--- src/include/rob_commit_defines.svh ---
////////////////////
// rob_commit global sizes
// data width, register index width and reorder-buffer depth
////////////////////

`ifndef ROB_COMMIT_DEFINES_SVH
`define ROB_COMMIT_DEFINES_SVH

`define XLEN      32 // data and pc width
`define REG_IDX_W 5  // architectural register index
`define ROB_SIZE  8  // reorder-buffer entries, power of two

`endif

--- src/verilog/rob_commit_pkg.sv ---
////////////////////
// rob_commit shared types
// words, indices, tags and commit status codes
////////////////////

`default_nettype none

`include "rob_commit_defines.svh"

package rob_commit_pkg;

    typedef logic [`XLEN-1:0]      xlen_t;    // data or pc word
    typedef logic [`REG_IDX_W-1:0] reg_idx_t; // architectural register

    typedef logic [$clog2(`ROB_SIZE)-1:0]   rob_tag_t;   // rob slot index
    typedef logic [$clog2(`ROB_SIZE+1)-1:0] rob_count_t; // 0 .. ROB_SIZE

    // commit status, held once an error retires
    typedef enum logic [1:0] {
        NO_ERROR      = 2'd0,
        ILLEGAL_INST  = 2'd1,
        HALTED_ON_WFI = 2'd2
    } exception_code_e;

endpackage

`default_nettype wire

--- src/verilog/dispatch_stage.sv ---
////////////////////
// dispatch stage
// hands out rob tags and registers the accepted instruction
// free space check covers the in-flight slot
////////////////////

`timescale 1ns/100ps
`default_nettype none

`include "rob_commit_defines.svh"

module dispatch_stage import rob_commit_pkg::*; (
    input  logic       clock,
    input  logic       rst_n,
    // decoded instruction, plain levels
    input  logic       dispatch_valid,
    input  reg_idx_t   dispatch_reg_idx,
    input  xlen_t      dispatch_npc,
    input  logic       dispatch_halt,
    input  logic       dispatch_illegal,
    // rob status
    input  rob_count_t occupancy,
    input  logic       retire_valid,
    // back to the source
    output logic       rob_available,
    output rob_tag_t   dispatch_tag,
    // allocation into the rob, one cycle after accept
    output logic       alloc_valid,
    output rob_tag_t   alloc_tag,
    output reg_idx_t   alloc_reg_idx,
    output xlen_t      alloc_npc,
    output logic       alloc_done,
    output logic       alloc_halt,
    output logic       alloc_illegal
);

    logic                          accept;
    logic [$bits(rob_count_t):0]   pending; // one extra bit, no wrap

    // entries held plus the one in flight, minus what leaves this edge
    assign pending       = {1'b0, occupancy} + alloc_valid - retire_valid;
    assign rob_available = (pending < `ROB_SIZE);
    assign accept        = dispatch_valid && rob_available;

    ////////////////////
    // tail tag and dispatch register valid
    ////////////////////
    always_ff @(posedge clock or negedge rst_n) begin
        if (!rst_n) begin
            dispatch_tag <= '0;
            alloc_valid  <= 1'b0;
        end else begin
            alloc_valid <= accept;
            if (accept)
                dispatch_tag <= dispatch_tag + 1'b1; // wraps mod ROB_SIZE
        end
    end

    // payload, only meaningful under alloc_valid
    always_ff @(posedge clock) begin
        if (accept) begin
            alloc_tag     <= dispatch_tag;
            alloc_reg_idx <= dispatch_reg_idx;
            alloc_npc     <= dispatch_npc;
            alloc_done    <= dispatch_halt | dispatch_illegal; // nothing to execute
            alloc_halt    <= dispatch_halt;
            alloc_illegal <= dispatch_illegal;
        end
    end

    // a full rob must freeze the tag sequence
    a_tag_hold_when_full: assert property (@(posedge clock) disable iff (!rst_n)
        !rob_available |=> dispatch_tag == $past(dispatch_tag));

endmodule

`default_nettype wire

--- src/verilog/reorder_buffer.sv ---
////////////////////
// reorder buffer
// circular store, allocate at tail, complete by tag,
// retire in order from head
////////////////////

`timescale 1ns/100ps
`default_nettype none

`include "rob_commit_defines.svh"

module reorder_buffer import rob_commit_pkg::*; (
    input  logic       clock,
    input  logic       rst_n,
    // allocation from dispatch
    input  logic       alloc_valid,
    input  rob_tag_t   alloc_tag,
    input  reg_idx_t   alloc_reg_idx,
    input  xlen_t      alloc_npc,
    input  logic       alloc_done,
    input  logic       alloc_halt,
    input  logic       alloc_illegal,
    // completion broadcast
    input  logic       cdb_valid,
    input  rob_tag_t   cdb_tag,
    input  xlen_t      cdb_value,
    // commit side
    input  logic       commit_stop,
    output rob_count_t occupancy,
    output logic       retire_valid,
    output reg_idx_t   retire_reg_idx,
    output xlen_t      retire_value,
    output xlen_t      retire_npc,
    output logic       retire_halt,
    output logic       retire_illegal
);

    ////////////////////
    // entry storage
    ////////////////////
    logic [`ROB_SIZE-1:0] entry_valid; // slot holds an instruction
    logic [`ROB_SIZE-1:0] entry_done;  // result present

    reg_idx_t entry_reg_idx [`ROB_SIZE];
    xlen_t    entry_value   [`ROB_SIZE];
    xlen_t    entry_npc     [`ROB_SIZE];
    logic     entry_halt    [`ROB_SIZE];
    logic     entry_illegal [`ROB_SIZE];

    rob_tag_t head; // oldest instruction

    ////////////////////
    // retire port driven straight off the head slot
    ////////////////////
    assign retire_valid   = entry_valid[head] && entry_done[head] && !commit_stop;
    assign retire_reg_idx = entry_reg_idx[head];
    assign retire_value   = entry_value[head];
    assign retire_npc     = entry_npc[head];
    assign retire_halt    = entry_halt[head];
    assign retire_illegal = entry_illegal[head];

    // control bits plus head and count
    always_ff @(posedge clock or negedge rst_n) begin
        if (!rst_n) begin
            entry_valid <= '0;
            entry_done  <= '0;
            head        <= '0;
            occupancy   <= '0;
        end else begin
            if (retire_valid) begin // release head
                entry_valid[head] <= 1'b0;
                entry_done[head]  <= 1'b0;
                head              <= head + 1'b1;
            end
            if (alloc_valid) begin
                entry_valid[alloc_tag] <= 1'b1;
                entry_done[alloc_tag]  <= alloc_done; // halt/illegal finish here
            end
            if (cdb_valid)
                entry_done[cdb_tag] <= 1'b1;
            occupancy <= occupancy + rob_count_t'(alloc_valid) - rob_count_t'(retire_valid);
        end
    end

    // payload storage
    always_ff @(posedge clock) begin
        if (alloc_valid) begin
            entry_reg_idx[alloc_tag] <= alloc_reg_idx;
            entry_value[alloc_tag]   <= '0; // halt/illegal carry no result
            entry_npc[alloc_tag]     <= alloc_npc;
            entry_halt[alloc_tag]    <= alloc_halt;
            entry_illegal[alloc_tag] <= alloc_illegal;
        end
        if (cdb_valid)
            entry_value[cdb_tag] <= cdb_value;
    end

    ////////////////////
    // checks
    ////////////////////

    // broadcast must hit a live, unfinished slot
    a_cdb_target_live: assert property (@(posedge clock) disable iff (!rst_n)
        cdb_valid |-> entry_valid[cdb_tag] && !entry_done[cdb_tag]);

    // dispatch tail stays in step with head + count
    a_alloc_at_tail: assert property (@(posedge clock) disable iff (!rst_n)
        alloc_valid |-> alloc_tag == rob_tag_t'(head + rob_tag_t'(occupancy)));

    a_occupancy_bound: assert property (@(posedge clock) disable iff (!rst_n)
        occupancy <= `ROB_SIZE);

endmodule

`default_nettype wire

--- src/verilog/commit_stage.sv ---
////////////////////
// commit stage
// registers each retirement onto the commit outputs,
// stops for good after halt or illegal
////////////////////

`timescale 1ns/100ps
`default_nettype none

module commit_stage import rob_commit_pkg::*; (
    input  logic            clock,
    input  logic            rst_n,
    // head of the rob
    input  logic            retire_valid,
    input  reg_idx_t        retire_reg_idx,
    input  xlen_t           retire_value,
    input  xlen_t           retire_npc,
    input  logic            retire_halt,
    input  logic            retire_illegal,
    // back to the rob
    output logic            commit_stop,
    // architectural commit port
    output logic [3:0]      completed_insts,
    output exception_code_e error_status,
    output logic            commit_wr_en,
    output reg_idx_t        commit_wr_idx,
    output xlen_t           commit_wr_data,
    output xlen_t           commit_npc
);

    logic stop_event; // halt or illegal leaving the rob now

    assign stop_event = retire_valid && (retire_halt || retire_illegal);

    ////////////////////
    // commit registers
    ////////////////////
    always_ff @(posedge clock or negedge rst_n) begin
        if (!rst_n) begin
            commit_stop     <= 1'b0;
            completed_insts <= 4'd0;
            error_status    <= NO_ERROR;
            commit_wr_en    <= 1'b0;
            commit_wr_idx   <= '0;
            commit_wr_data  <= '0;
            commit_npc      <= '0;
        end else begin
            completed_insts <= {3'b0, retire_valid}; // at most one per cycle
            commit_wr_en    <= retire_valid && (retire_reg_idx != '0); // r0 never written
            if (retire_valid) begin
                commit_wr_idx  <= retire_reg_idx;
                commit_wr_data <= retire_value;
                commit_npc     <= retire_npc;
            end
            // sticky status, illegal wins over halt
            if (retire_valid && retire_illegal)
                error_status <= ILLEGAL_INST;
            else if (retire_valid && retire_halt)
                error_status <= HALTED_ON_WFI;
            if (stop_event)
                commit_stop <= 1'b1; // cleared only by reset
        end
    end

    // rob must honour the stop from the next cycle on
    a_no_retire_after_stop: assert property (@(posedge clock) disable iff (!rst_n)
        commit_stop |-> !retire_valid);

endmodule

`default_nettype wire

--- src/verilog/rob_commit.sv ---
////////////////////
// rob_commit top
// dispatch, reorder buffer and commit in a row
////////////////////

`timescale 1ns/100ps
`default_nettype none

module rob_commit import rob_commit_pkg::*; (
    input  logic            clock,
    input  logic            rst_n,
    // decoded instruction in
    input  logic            dispatch_valid,
    input  reg_idx_t        dispatch_reg_idx,
    input  xlen_t           dispatch_npc,
    input  logic            dispatch_halt,
    input  logic            dispatch_illegal,
    // completion broadcast
    input  logic            cdb_valid,
    input  rob_tag_t        cdb_tag,
    input  xlen_t           cdb_value,
    // dispatch feedback
    output logic            rob_available,
    output rob_tag_t        dispatch_tag,
    // commit port
    output logic [3:0]      completed_insts,
    output exception_code_e error_status,
    output logic            commit_wr_en,
    output reg_idx_t        commit_wr_idx,
    output xlen_t           commit_wr_data,
    output xlen_t           commit_npc
);

    ////////////////////
    // stage wires
    ////////////////////
    logic       alloc_valid;
    rob_tag_t   alloc_tag;
    reg_idx_t   alloc_reg_idx;
    xlen_t      alloc_npc;
    logic       alloc_done;
    logic       alloc_halt;
    logic       alloc_illegal;

    rob_count_t occupancy;
    logic       retire_valid;
    reg_idx_t   retire_reg_idx;
    xlen_t      retire_value;
    xlen_t      retire_npc;
    logic       retire_halt;
    logic       retire_illegal;
    logic       commit_stop;

    dispatch_stage u_dispatch_stage (
        .clock            (clock),
        .rst_n            (rst_n),
        .dispatch_valid   (dispatch_valid),
        .dispatch_reg_idx (dispatch_reg_idx),
        .dispatch_npc     (dispatch_npc),
        .dispatch_halt    (dispatch_halt),
        .dispatch_illegal (dispatch_illegal),
        .occupancy        (occupancy),
        .retire_valid     (retire_valid),
        .rob_available    (rob_available),
        .dispatch_tag     (dispatch_tag),
        .alloc_valid      (alloc_valid),
        .alloc_tag        (alloc_tag),
        .alloc_reg_idx    (alloc_reg_idx),
        .alloc_npc        (alloc_npc),
        .alloc_done       (alloc_done),
        .alloc_halt       (alloc_halt),
        .alloc_illegal    (alloc_illegal)
    );

    reorder_buffer u_reorder_buffer (
        .clock          (clock),
        .rst_n          (rst_n),
        .alloc_valid    (alloc_valid),
        .alloc_tag      (alloc_tag),
        .alloc_reg_idx  (alloc_reg_idx),
        .alloc_npc      (alloc_npc),
        .alloc_done     (alloc_done),
        .alloc_halt     (alloc_halt),
        .alloc_illegal  (alloc_illegal),
        .cdb_valid      (cdb_valid),
        .cdb_tag        (cdb_tag),
        .cdb_value      (cdb_value),
        .commit_stop    (commit_stop),
        .occupancy      (occupancy),
        .retire_valid   (retire_valid),
        .retire_reg_idx (retire_reg_idx),
        .retire_value   (retire_value),
        .retire_npc     (retire_npc),
        .retire_halt    (retire_halt),
        .retire_illegal (retire_illegal)
    );

    commit_stage u_commit_stage (
        .clock           (clock),
        .rst_n           (rst_n),
        .retire_valid    (retire_valid),
        .retire_reg_idx  (retire_reg_idx),
        .retire_value    (retire_value),
        .retire_npc      (retire_npc),
        .retire_halt     (retire_halt),
        .retire_illegal  (retire_illegal),
        .commit_stop     (commit_stop),
        .completed_insts (completed_insts),
        .error_status    (error_status),
        .commit_wr_en    (commit_wr_en),
        .commit_wr_idx   (commit_wr_idx),
        .commit_wr_data  (commit_wr_data),
        .commit_npc      (commit_npc)
    );

endmodule

`default_nettype wire

--- config.mk ---
export PLATFORM = sky130hd
export DESIGN_NAME = rob_commit
export DESIGN_NICKNAME = d
export VERILOG_FILES = /design/src/verilog/rob_commit_pkg.sv /design/src/verilog/dispatch_stage.sv /design/src/verilog/reorder_buffer.sv /design/src/verilog/commit_stage.sv /design/src/verilog/rob_commit.sv
export VERILOG_INCLUDE_DIRS = /design/src /design/src/include
export SDC_FILE = /design/constraint.sdc
export NUM_CORES = 1
export LEC_CHECK = 0
export BUFFER_PORTS_ARGS = -buffer_cell sky130_fd_sc_hd__clkbuf_2
export CAP_MARGIN = 15
export CORE_MARGIN = 4
export CORE_UTILIZATION = 45
export DETAILED_ROUTE_END_ITERATION = 8
export GPL_TIMING_DRIVEN = 0
export PLACE_DENSITY = 0.6
export SLEW_MARGIN = 40
export SYNTH_ARGS = -nofsm -noshare
export SYNTH_HDL_FRONTEND = slang
export SYNTH_HIERARCHICAL = 1
export SYNTH_SLANG_ARGS = --single-unit
--- constraint.sdc ---
create_clock -name clock -period 6.7 [get_ports clock]
set_input_delay 0.335 -clock clock [delete_from_list [all_inputs] [get_ports clock]]
set_output_delay 0.335 -clock clock [all_outputs]
set_load 0.01 [all_outputs]
==> results of run 1 <==
==> metal layers <==
layer	up-vias	global-route usage
met2	702	0.389
met1	8610	0.317
met3	132	0.0445
met5	-	0
met4	12	0.0595
li1	7391	-
==> cell families (layout without fill, tap and decap cells) <==
family / Yosys count / after routing / share of synthesized area
AOI/OAI and AO/OA: 280 / 280 / 0.0722
xor gates and xnor gates: 7 / 7 / 0.00216
adders and majority gates: 11 / 11 / 0.00511
buffers and inverters: 130 / 495 / 0.0211
DFF: 712 / 712 / 0.736
muxes: 221 / 221 / 0.0831
other: 1 / 6 / 0.000132
and+or+nand+nor: 407 / 407 / 0.0807
==> how the worst max path moves through the flow <==
stage                                  start                                   to  slack (ns)  cells after the start
global route        u_reorder_buffer/head[0]                        rob_available        2.08                     14
CTS                 u_reorder_buffer/head[0]                        rob_available        2.24                     14
finish              u_reorder_buffer/head[0]                        rob_available        2.22                     14
floorplan           u_reorder_buffer/head[0]          u_dispatch_stage/alloc_done        2.67                     12
global placement                  cdb_tag[0]  u_reorder_buffer/entry_value[6][14]        0.30                      3
detailed placement  u_reorder_buffer/head[0]    u_dispatch_stage/alloc_reg_idx[1]        2.43                     15
==> per-stage QoR <==
step	std cells	setup WS, ns	hold slack, ns	util	power [uW]
5_1_grt	2975	2.08	0.0867	0.545	14900
4_1_cts	2973	2.24	0.0581	0.545	14400
6_report	2976	2.22	0.0919	0.545	14200
2_1_floorplan	1771	2.67	0.0394	-	8310
3_5_place_dp	2789	2.43	0.362	0.497	10100
3_3_place_gp	2762	0.298	0.480	0.487	9930
==> area by class of cell <==
type | instances | share of cell area
Antenna cell | 3 | 0.000222
Multi-Input combinational cell | 929 | 0.207
Buffer | 108 | 0.0160
Timing Repair Buffer | 222 | 0.0502
Clock buffer | 107 | 0.0630
Sequential cell | 712 | 0.617
Inverter | 22 | 0.00311
Tap cell | 837 | 0.0310
Clock inverter | 36 | 0.0121
==> sequential cells by signal (all words and copies together), names as in the netlist, 4 cells and up <==
signal,count
u_reorder_buffer/entry_halt,8
u_reorder_buffer/entry_illegal,8
u_commit_stage/commit_wr_idx,5
u_reorder_buffer/entry_valid,8
u_commit_stage/commit_wr_data,32
u_reorder_buffer/occupancy,4
u_commit_stage/commit_npc,32
u_reorder_buffer/entry_reg_idx,40
u_dispatch_stage/alloc_npc,32
u_reorder_buffer/entry_value,256
u_dispatch_stage/alloc_reg_idx,5
u_reorder_buffer/entry_done,8
u_reorder_buffer/entry_npc,256
==> placed cells by master (no fill, tap or decap), drive strengths merged, types with 52 or more instances in the layout <==
| cell | n |
|---|---|
| clkbuf | 324 |
| and2 | 257 |
| nand2 | 69 |
| edfxtp | 611 |
| a22oi | 68 |
| mux2i | 132 |
| mux2 | 86 |
| a221oi | 52 |
| buf | 72 |
| dfrtp | 101 |
==> repair_timing <==
action	CTS	global route
setup buffers	0	0
hold buffers	41	0
gates resized for setup	0	0
endpoints found under the hold margin	93	0
==> where the power goes <==
group / internal (uW) / switching [uW] / leakage [uW]
clock: 2540 / 1710 / 0.00124
combinational: 1480 / 2520 / 0.00445
sequential: 5590 / 385 / 0.00672
==> flow_summary.toml, run 1 <==
[place]
port_buffers = 154
routabilityCongestion = 0.856
hpwl_um = 50200
placed_cell_area_um2 = 30900

[floorplan]
std_cell_rows = 91
io_pins = 158
initial_utilization = 0.457
dieArea_um2 = 67200
fp.coreArea_um2 = 62100
die_w_um = 259
fp.dieH_um = 259

[routing]
route.vias.total = 16847
drt-initial-drc-count = 1916
drt-pass1-iter-count = 5
wl_met1_um = 32400
drcViolationCount = 0
dr_wl_met3_um = 5970
wl_per_cell_um = 26.4
route.met2.wl_um = 38200
drt-total-wl_um = 78600
ant_nets = 0
top_layer = "met5"
via_per_inst = 5.66

[critical_path]
worst_ep_required_time_ns = 6.36
timing.critical_path.buf_inv = 5
crit_type = "reg -> out"
rr_endpoint = "u_dispatch_stage/alloc_npc[25]"
critPathTopFamily = "simple AND/OR/NAND/NOR gates"
r2r-start = "u_reorder_buffer/head[0]"
max_stage_delay_ns = 0.48
rrSetupSlack_ns = 2.39
crit_path_max_fanout = 15
cp_data_arrival_time_ns = 4.14
worst_r2r_path_depth = 15
crit_slowest_cell = "nor3_4"
start_kind = "register"
crit_top_cell = "ha_1"
cp-end-kind = "output pin"
crit_chain = "buf_4 > and2_1 > buf_2 > o2bb2ai_1 > a211oi_2 > nor3_4 > buf_6 > ha_1 > inv_1 > ha_1 > and4b_4 > o211a_1 > or3_1 > clkbuf_2"

[timing]
hold_viol = 0
drv_slew = 0
fin_crit_sh = 0.669
setup_tns_ns = 0
rsz0062_at_grt = "false"
fmax_ghz = 0.223
worst_pin_slew_ns = 0.886
finClkSkew_ns = 0.0189
period_needed_ns = 4.48
relSlewSlack = 0.409
final-setup-viol-count = 0

[yosys]
ys_types = 60
synth_seq_area_share = 0.736
synthMostInstantiatedCell = "edfxtp_1"
synthTopCellsByArea = "edfxtp_1, dfrtp_1, and2_1"
synth_top_area_frac = 0.646
synth_common_cells = "edfxtp_1, and2_1, mux2i_1"
netlist_area_um2 = 28400
ys_ff_latch = 712
synth_top_area_cell = "edfxtp_1"
synth.avg_cell_area_um2 = 16.0
ys_warn_count = 6
async_flop_share = 0.142
synthFlopType = "edfxtp_1"
synth-edff-count = 611
synth_cells = 1769

[clocking]
clk_pin_slew_ns = 0.06
clk_latency_ns = 0.62
cts_tree = "done"
cts_root_buf = "clkbuf_16"
clockBufferDepth = 3
clkSinkCount = 712
htree_levels = 3
cts_buffers = 77

[job]
max-cap-violations = 0

[power_and_ir_drop]
power_leakage_uw = 0.0124
peakVddDrop_v = 0.000214
powerDensity_nw_per_um2 = 421

[layout]
register_area_um2 = 20900
multi_input_area_um2 = 7020
design_area_um2 = 33800
nNetsFinal = 2161
area_growth_syn_to_layout_pct = 19.2
drive_above_1_share = 0.222
n_fill_cell = 4941

[grt]
overflow = 0
grt_pass1_wl_um = 114000
grt_max_degree = 55
antenna_found_initial = 9
grtUsageTotal = 0.233
grt_pass1_vias = 16830

[worst_hold_path]
hp-start = "cdb_value[10]"
holdCritPathClass = "in -> reg"
hold_end = "u_reorder_buffer/entry_value[7][10]"
whs_path_depth = 2

[status]
status = "finished, final reports clean"
Note: power is estimated with default switching activity, not from simulation.
==> inputs of run 2 (changes only) <==
Settings changed: ABC_AREA set to 1, PLACE_DENSITY 0.6 to 0.62.
Clock period 6.7 ns to 3.9 ns, I/O delays scaled along.
==> flow_summary.toml, run 2 <==
[status]
status = "finished, final reports clean"

[place]
routabilityCongestion = 0.889
hpwl_um = 53800
port_buffers = 154
place_inst = 3340

[yosys]
synth_seq_area_share = 0.741
synth_top_family_by_area = "simple AND/OR/NAND/NOR gates"
netlist_area_um2 = 28200
yosys.area_share.xor_xnor = 0.00213
synth_top_area_frac = 0.652
synthMostInstantiatedCell = "edfxtp_1"
async_flop_share = 0.142
synth_top_area_cell = "edfxtp_1"
ys_ff_latch = 712
synth_simple_gate_area_share = 0.127
synthFlopType = "edfxtp_1"
synth-edff-count = 611
synth.avg_cell_area_um2 = 12.1
ys_warn_count = 6
synth_common_cells = "edfxtp_1, nor2_1, nand2_1"
muxShareOfSynthArea = 0
synth_compound_area_frac = 0.0813
synthTopCellsByArea = "edfxtp_1, dfrtp_1, nor2_1"
synth_cells = 2325
ys_types = 40
synthAdderAreaFrac = 0.00515

[timing]
drv_slew = 0
fmax_ghz = 0.276
period_needed_ns = 3.62
rsz0062_at_grt = "false"
finClkSkew_ns = 0.0169
relSlewSlack = 0.381
fin_crit_sh = 0.928
worst_pin_slew_ns = 0.928
final-setup-viol-count = 0
setup_tns_ns = 0
hold_viol = 0

[clocking]
clockBufferDepth = 3
clk_latency_ns = 0.61
cts_buffers = 75
htree_levels = 3
clk_pin_slew_ns = 0.06
cts_setup_buffers = 0
cts_tree = "done"
clkSinkCount = 712
cts_root_buf = "clkbuf_16"

[routing]
drt-total-wl_um = 82200
ant_nets = 0
via_per_inst = 5.43
drt-initial-drc-count = 2242
route.vias.total = 19225
drcViolationCount = 0
wl_per_cell_um = 23.2
drt-pass1-iter-count = 6

[critical_path]
startpoint = "u_reorder_buffer/head[0]"
r2r-start = "u_reorder_buffer/head[0]"
crit_path_max_fanout = 11
cp_data_arrival_time_ns = 3.43
worst_ep_required_time_ns = 3.70
crit_type = "reg -> out"
cp-end-kind = "output pin"
start_kind = "register"

[floorplan]
fp.coreArea_um2 = 61800
io_pins = 158
std_cell_rows = 91
fp.dieH_um = 258
initial_utilization = 0.455
die_w_um = 258
dieArea_um2 = 66600

[layout]
mostFrequentLayoutCells = "edfxtp_1, nor2_1, nand2_1"
n_fill_cell = 5186
top_regs = "u_reorder_buffer/entry_npc x256, u_reorder_buffer/entry_value x256, u_reorder_buffer/entry_reg_idx x40"
drive_above_1_share = 0.146
fin_cells = 3538
mostFrequentLayoutCell = "edfxtp_1"
utilization = 0.545
nNetsFinal = 2726
area_growth_syn_to_layout_pct = 19.8

[power_and_ir_drop]
peakVddDrop_v = 0.000316
p_sw_uw = 8170
power_leakage_uw = 0.0129
fin_total_pwr_uw = 24100
comb_power_share = 0.266
p_seq_frac = 0.430
switching_share = 0.339
power_frac_clock = 0.304
powerDensity_nw_per_um2 = 714
p_int_uw = 15900

[worst_hold_path]
holdCritPathClass = "in -> reg"
hp-start = "cdb_value[4]"

[job]
max-cap-violations = 0

[grt]
overflow = 0
grt_max_degree = 58
grtUsageTotal = 0.242
grt_pass1_vias = 18783
antenna_found_initial = 3
grt_pass1_wl_um = 119000
[run 2: cell types whose count changed in the layout (fill, tap and decap cells not counted), sizes merged, moves of 16 or more]
cell         previous run  this run
a22oi                  68        11
and2                  257         0
o21ai                  17       250
nor2                   45       483
dlygate4sd3            41        57
nand2                  69       382
mux2                   86         0
a221oi                 52         3
inv                    26       172
o22ai                  51         0
mux2i                 132         0
o2111ai                 0        38
nand3                   5        21
[run 2: cell families (layout without fill, tap and decap cells)]
logic type / after synthesis / count (layout)
flops: 712 / 712
buf+inv: 290 / 663
compound gates: 391 / 391
xor+xnor: 6 / 6
other cells: 1 / 4
simple gates: 914 / 914
fa+ha+maj: 11 / 11
[run 2: final timing paths]
path                                                           end  slack (ns)  cells past startpoint
worst min register to register     u_reorder_buffer/entry_valid[4]        0.49                      2
worst max register to register      u_dispatch_stage/alloc_npc[30]        0.38                     23
max in group asynchronous         u_commit_stage/commit_wr_data[7]        3.11                      3
worst min-delay path            u_reorder_buffer/entry_value[4][4]        0.02                      3
worst max-delay path                                 rob_available        0.28                     23
min in group asynchronous            u_commit_stage/commit_npc[12]        0.11                      2
[run 2: final cells by class]
type                            count  area [um^2]  share of cell area
Clock inverter                     36          432              0.0128
Tap cell                          837         1050              0.0311
Antenna cell                        1         2.50           0.0000742
Multi-Input combinational cell   1325         6150               0.182
Clock buffer                      104         2130              0.0631
Inverter                          170          658              0.0195
Sequential cell                   712        20900               0.619
Timing Repair Buffer              233         1830              0.0543
Buffer                            120          596              0.0177
[run 2: stage by stage]
step                hold WS (ns)  setup WS [ns]  cell area, um^2
detailed placement         0.178          0.276            30600
CTS                     0.000392          0.123            33700
floorplan                 -0.101          0.182            28200
finish                    0.0204          0.280            33700
global placement           0.376          -2.51            30000
global route              0.0287         0.0242            33700
[run 2: worst max-delay path: stages (launching register included)]
cell and delay (ns):
dfrtp_1 0.38, buf_4 0.20, inv_2 0.11, buf_6 0.14, buf_6 0.15, nand3_1 0.08, nand2_1 0.08, nor2_1 0.05
nand2_2 0.12, nand2_2 0.12, inv_6 0.16, ha_1 0.17, inv_1 0.04, ha_1 0.29, nand2_1 0.07, inv_1 0.04
nand2_1 0.07, nand2_1 0.05, nand2_1 0.05, nand2_1 0.06, inv_2 0.11, nand2_1 0.06, inv_1 0.05, clkbuf_2 0.12
[run 2: routing by layer]
layer / wire [um] / global-route usage / part of all wire / up-vias
li1: - / - / - / 8651
met1: 32200 / 0.322 / 0.39 / 9464
met2: 39400 / 0.401 / 0.48 / 938
met5: 12 / 0 / 0.00015 / -
met4: 2820 / 0.0847 / 0.034 / 2
met3: 7700 / 0.0496 / 0.094 / 170
[run 2: repair_timing]
action                                  in CTS  in global routing
hold buffers                                57                  0
endpoints found under the setup margin       0                  8
gates resized for setup                      0                  4
endpoints found under the hold margin      251                  0
[run 2: power by group through the flow]
stage               clock (uW)  sequential, uW  combinational [uW]
floorplan                    0           10400                3380
global placement             0           10500                6020
detailed placement           0           10500                6280
CTS                       7440           10400                6360
global route              7770           10500                6910
finish                    7320           10400                6390
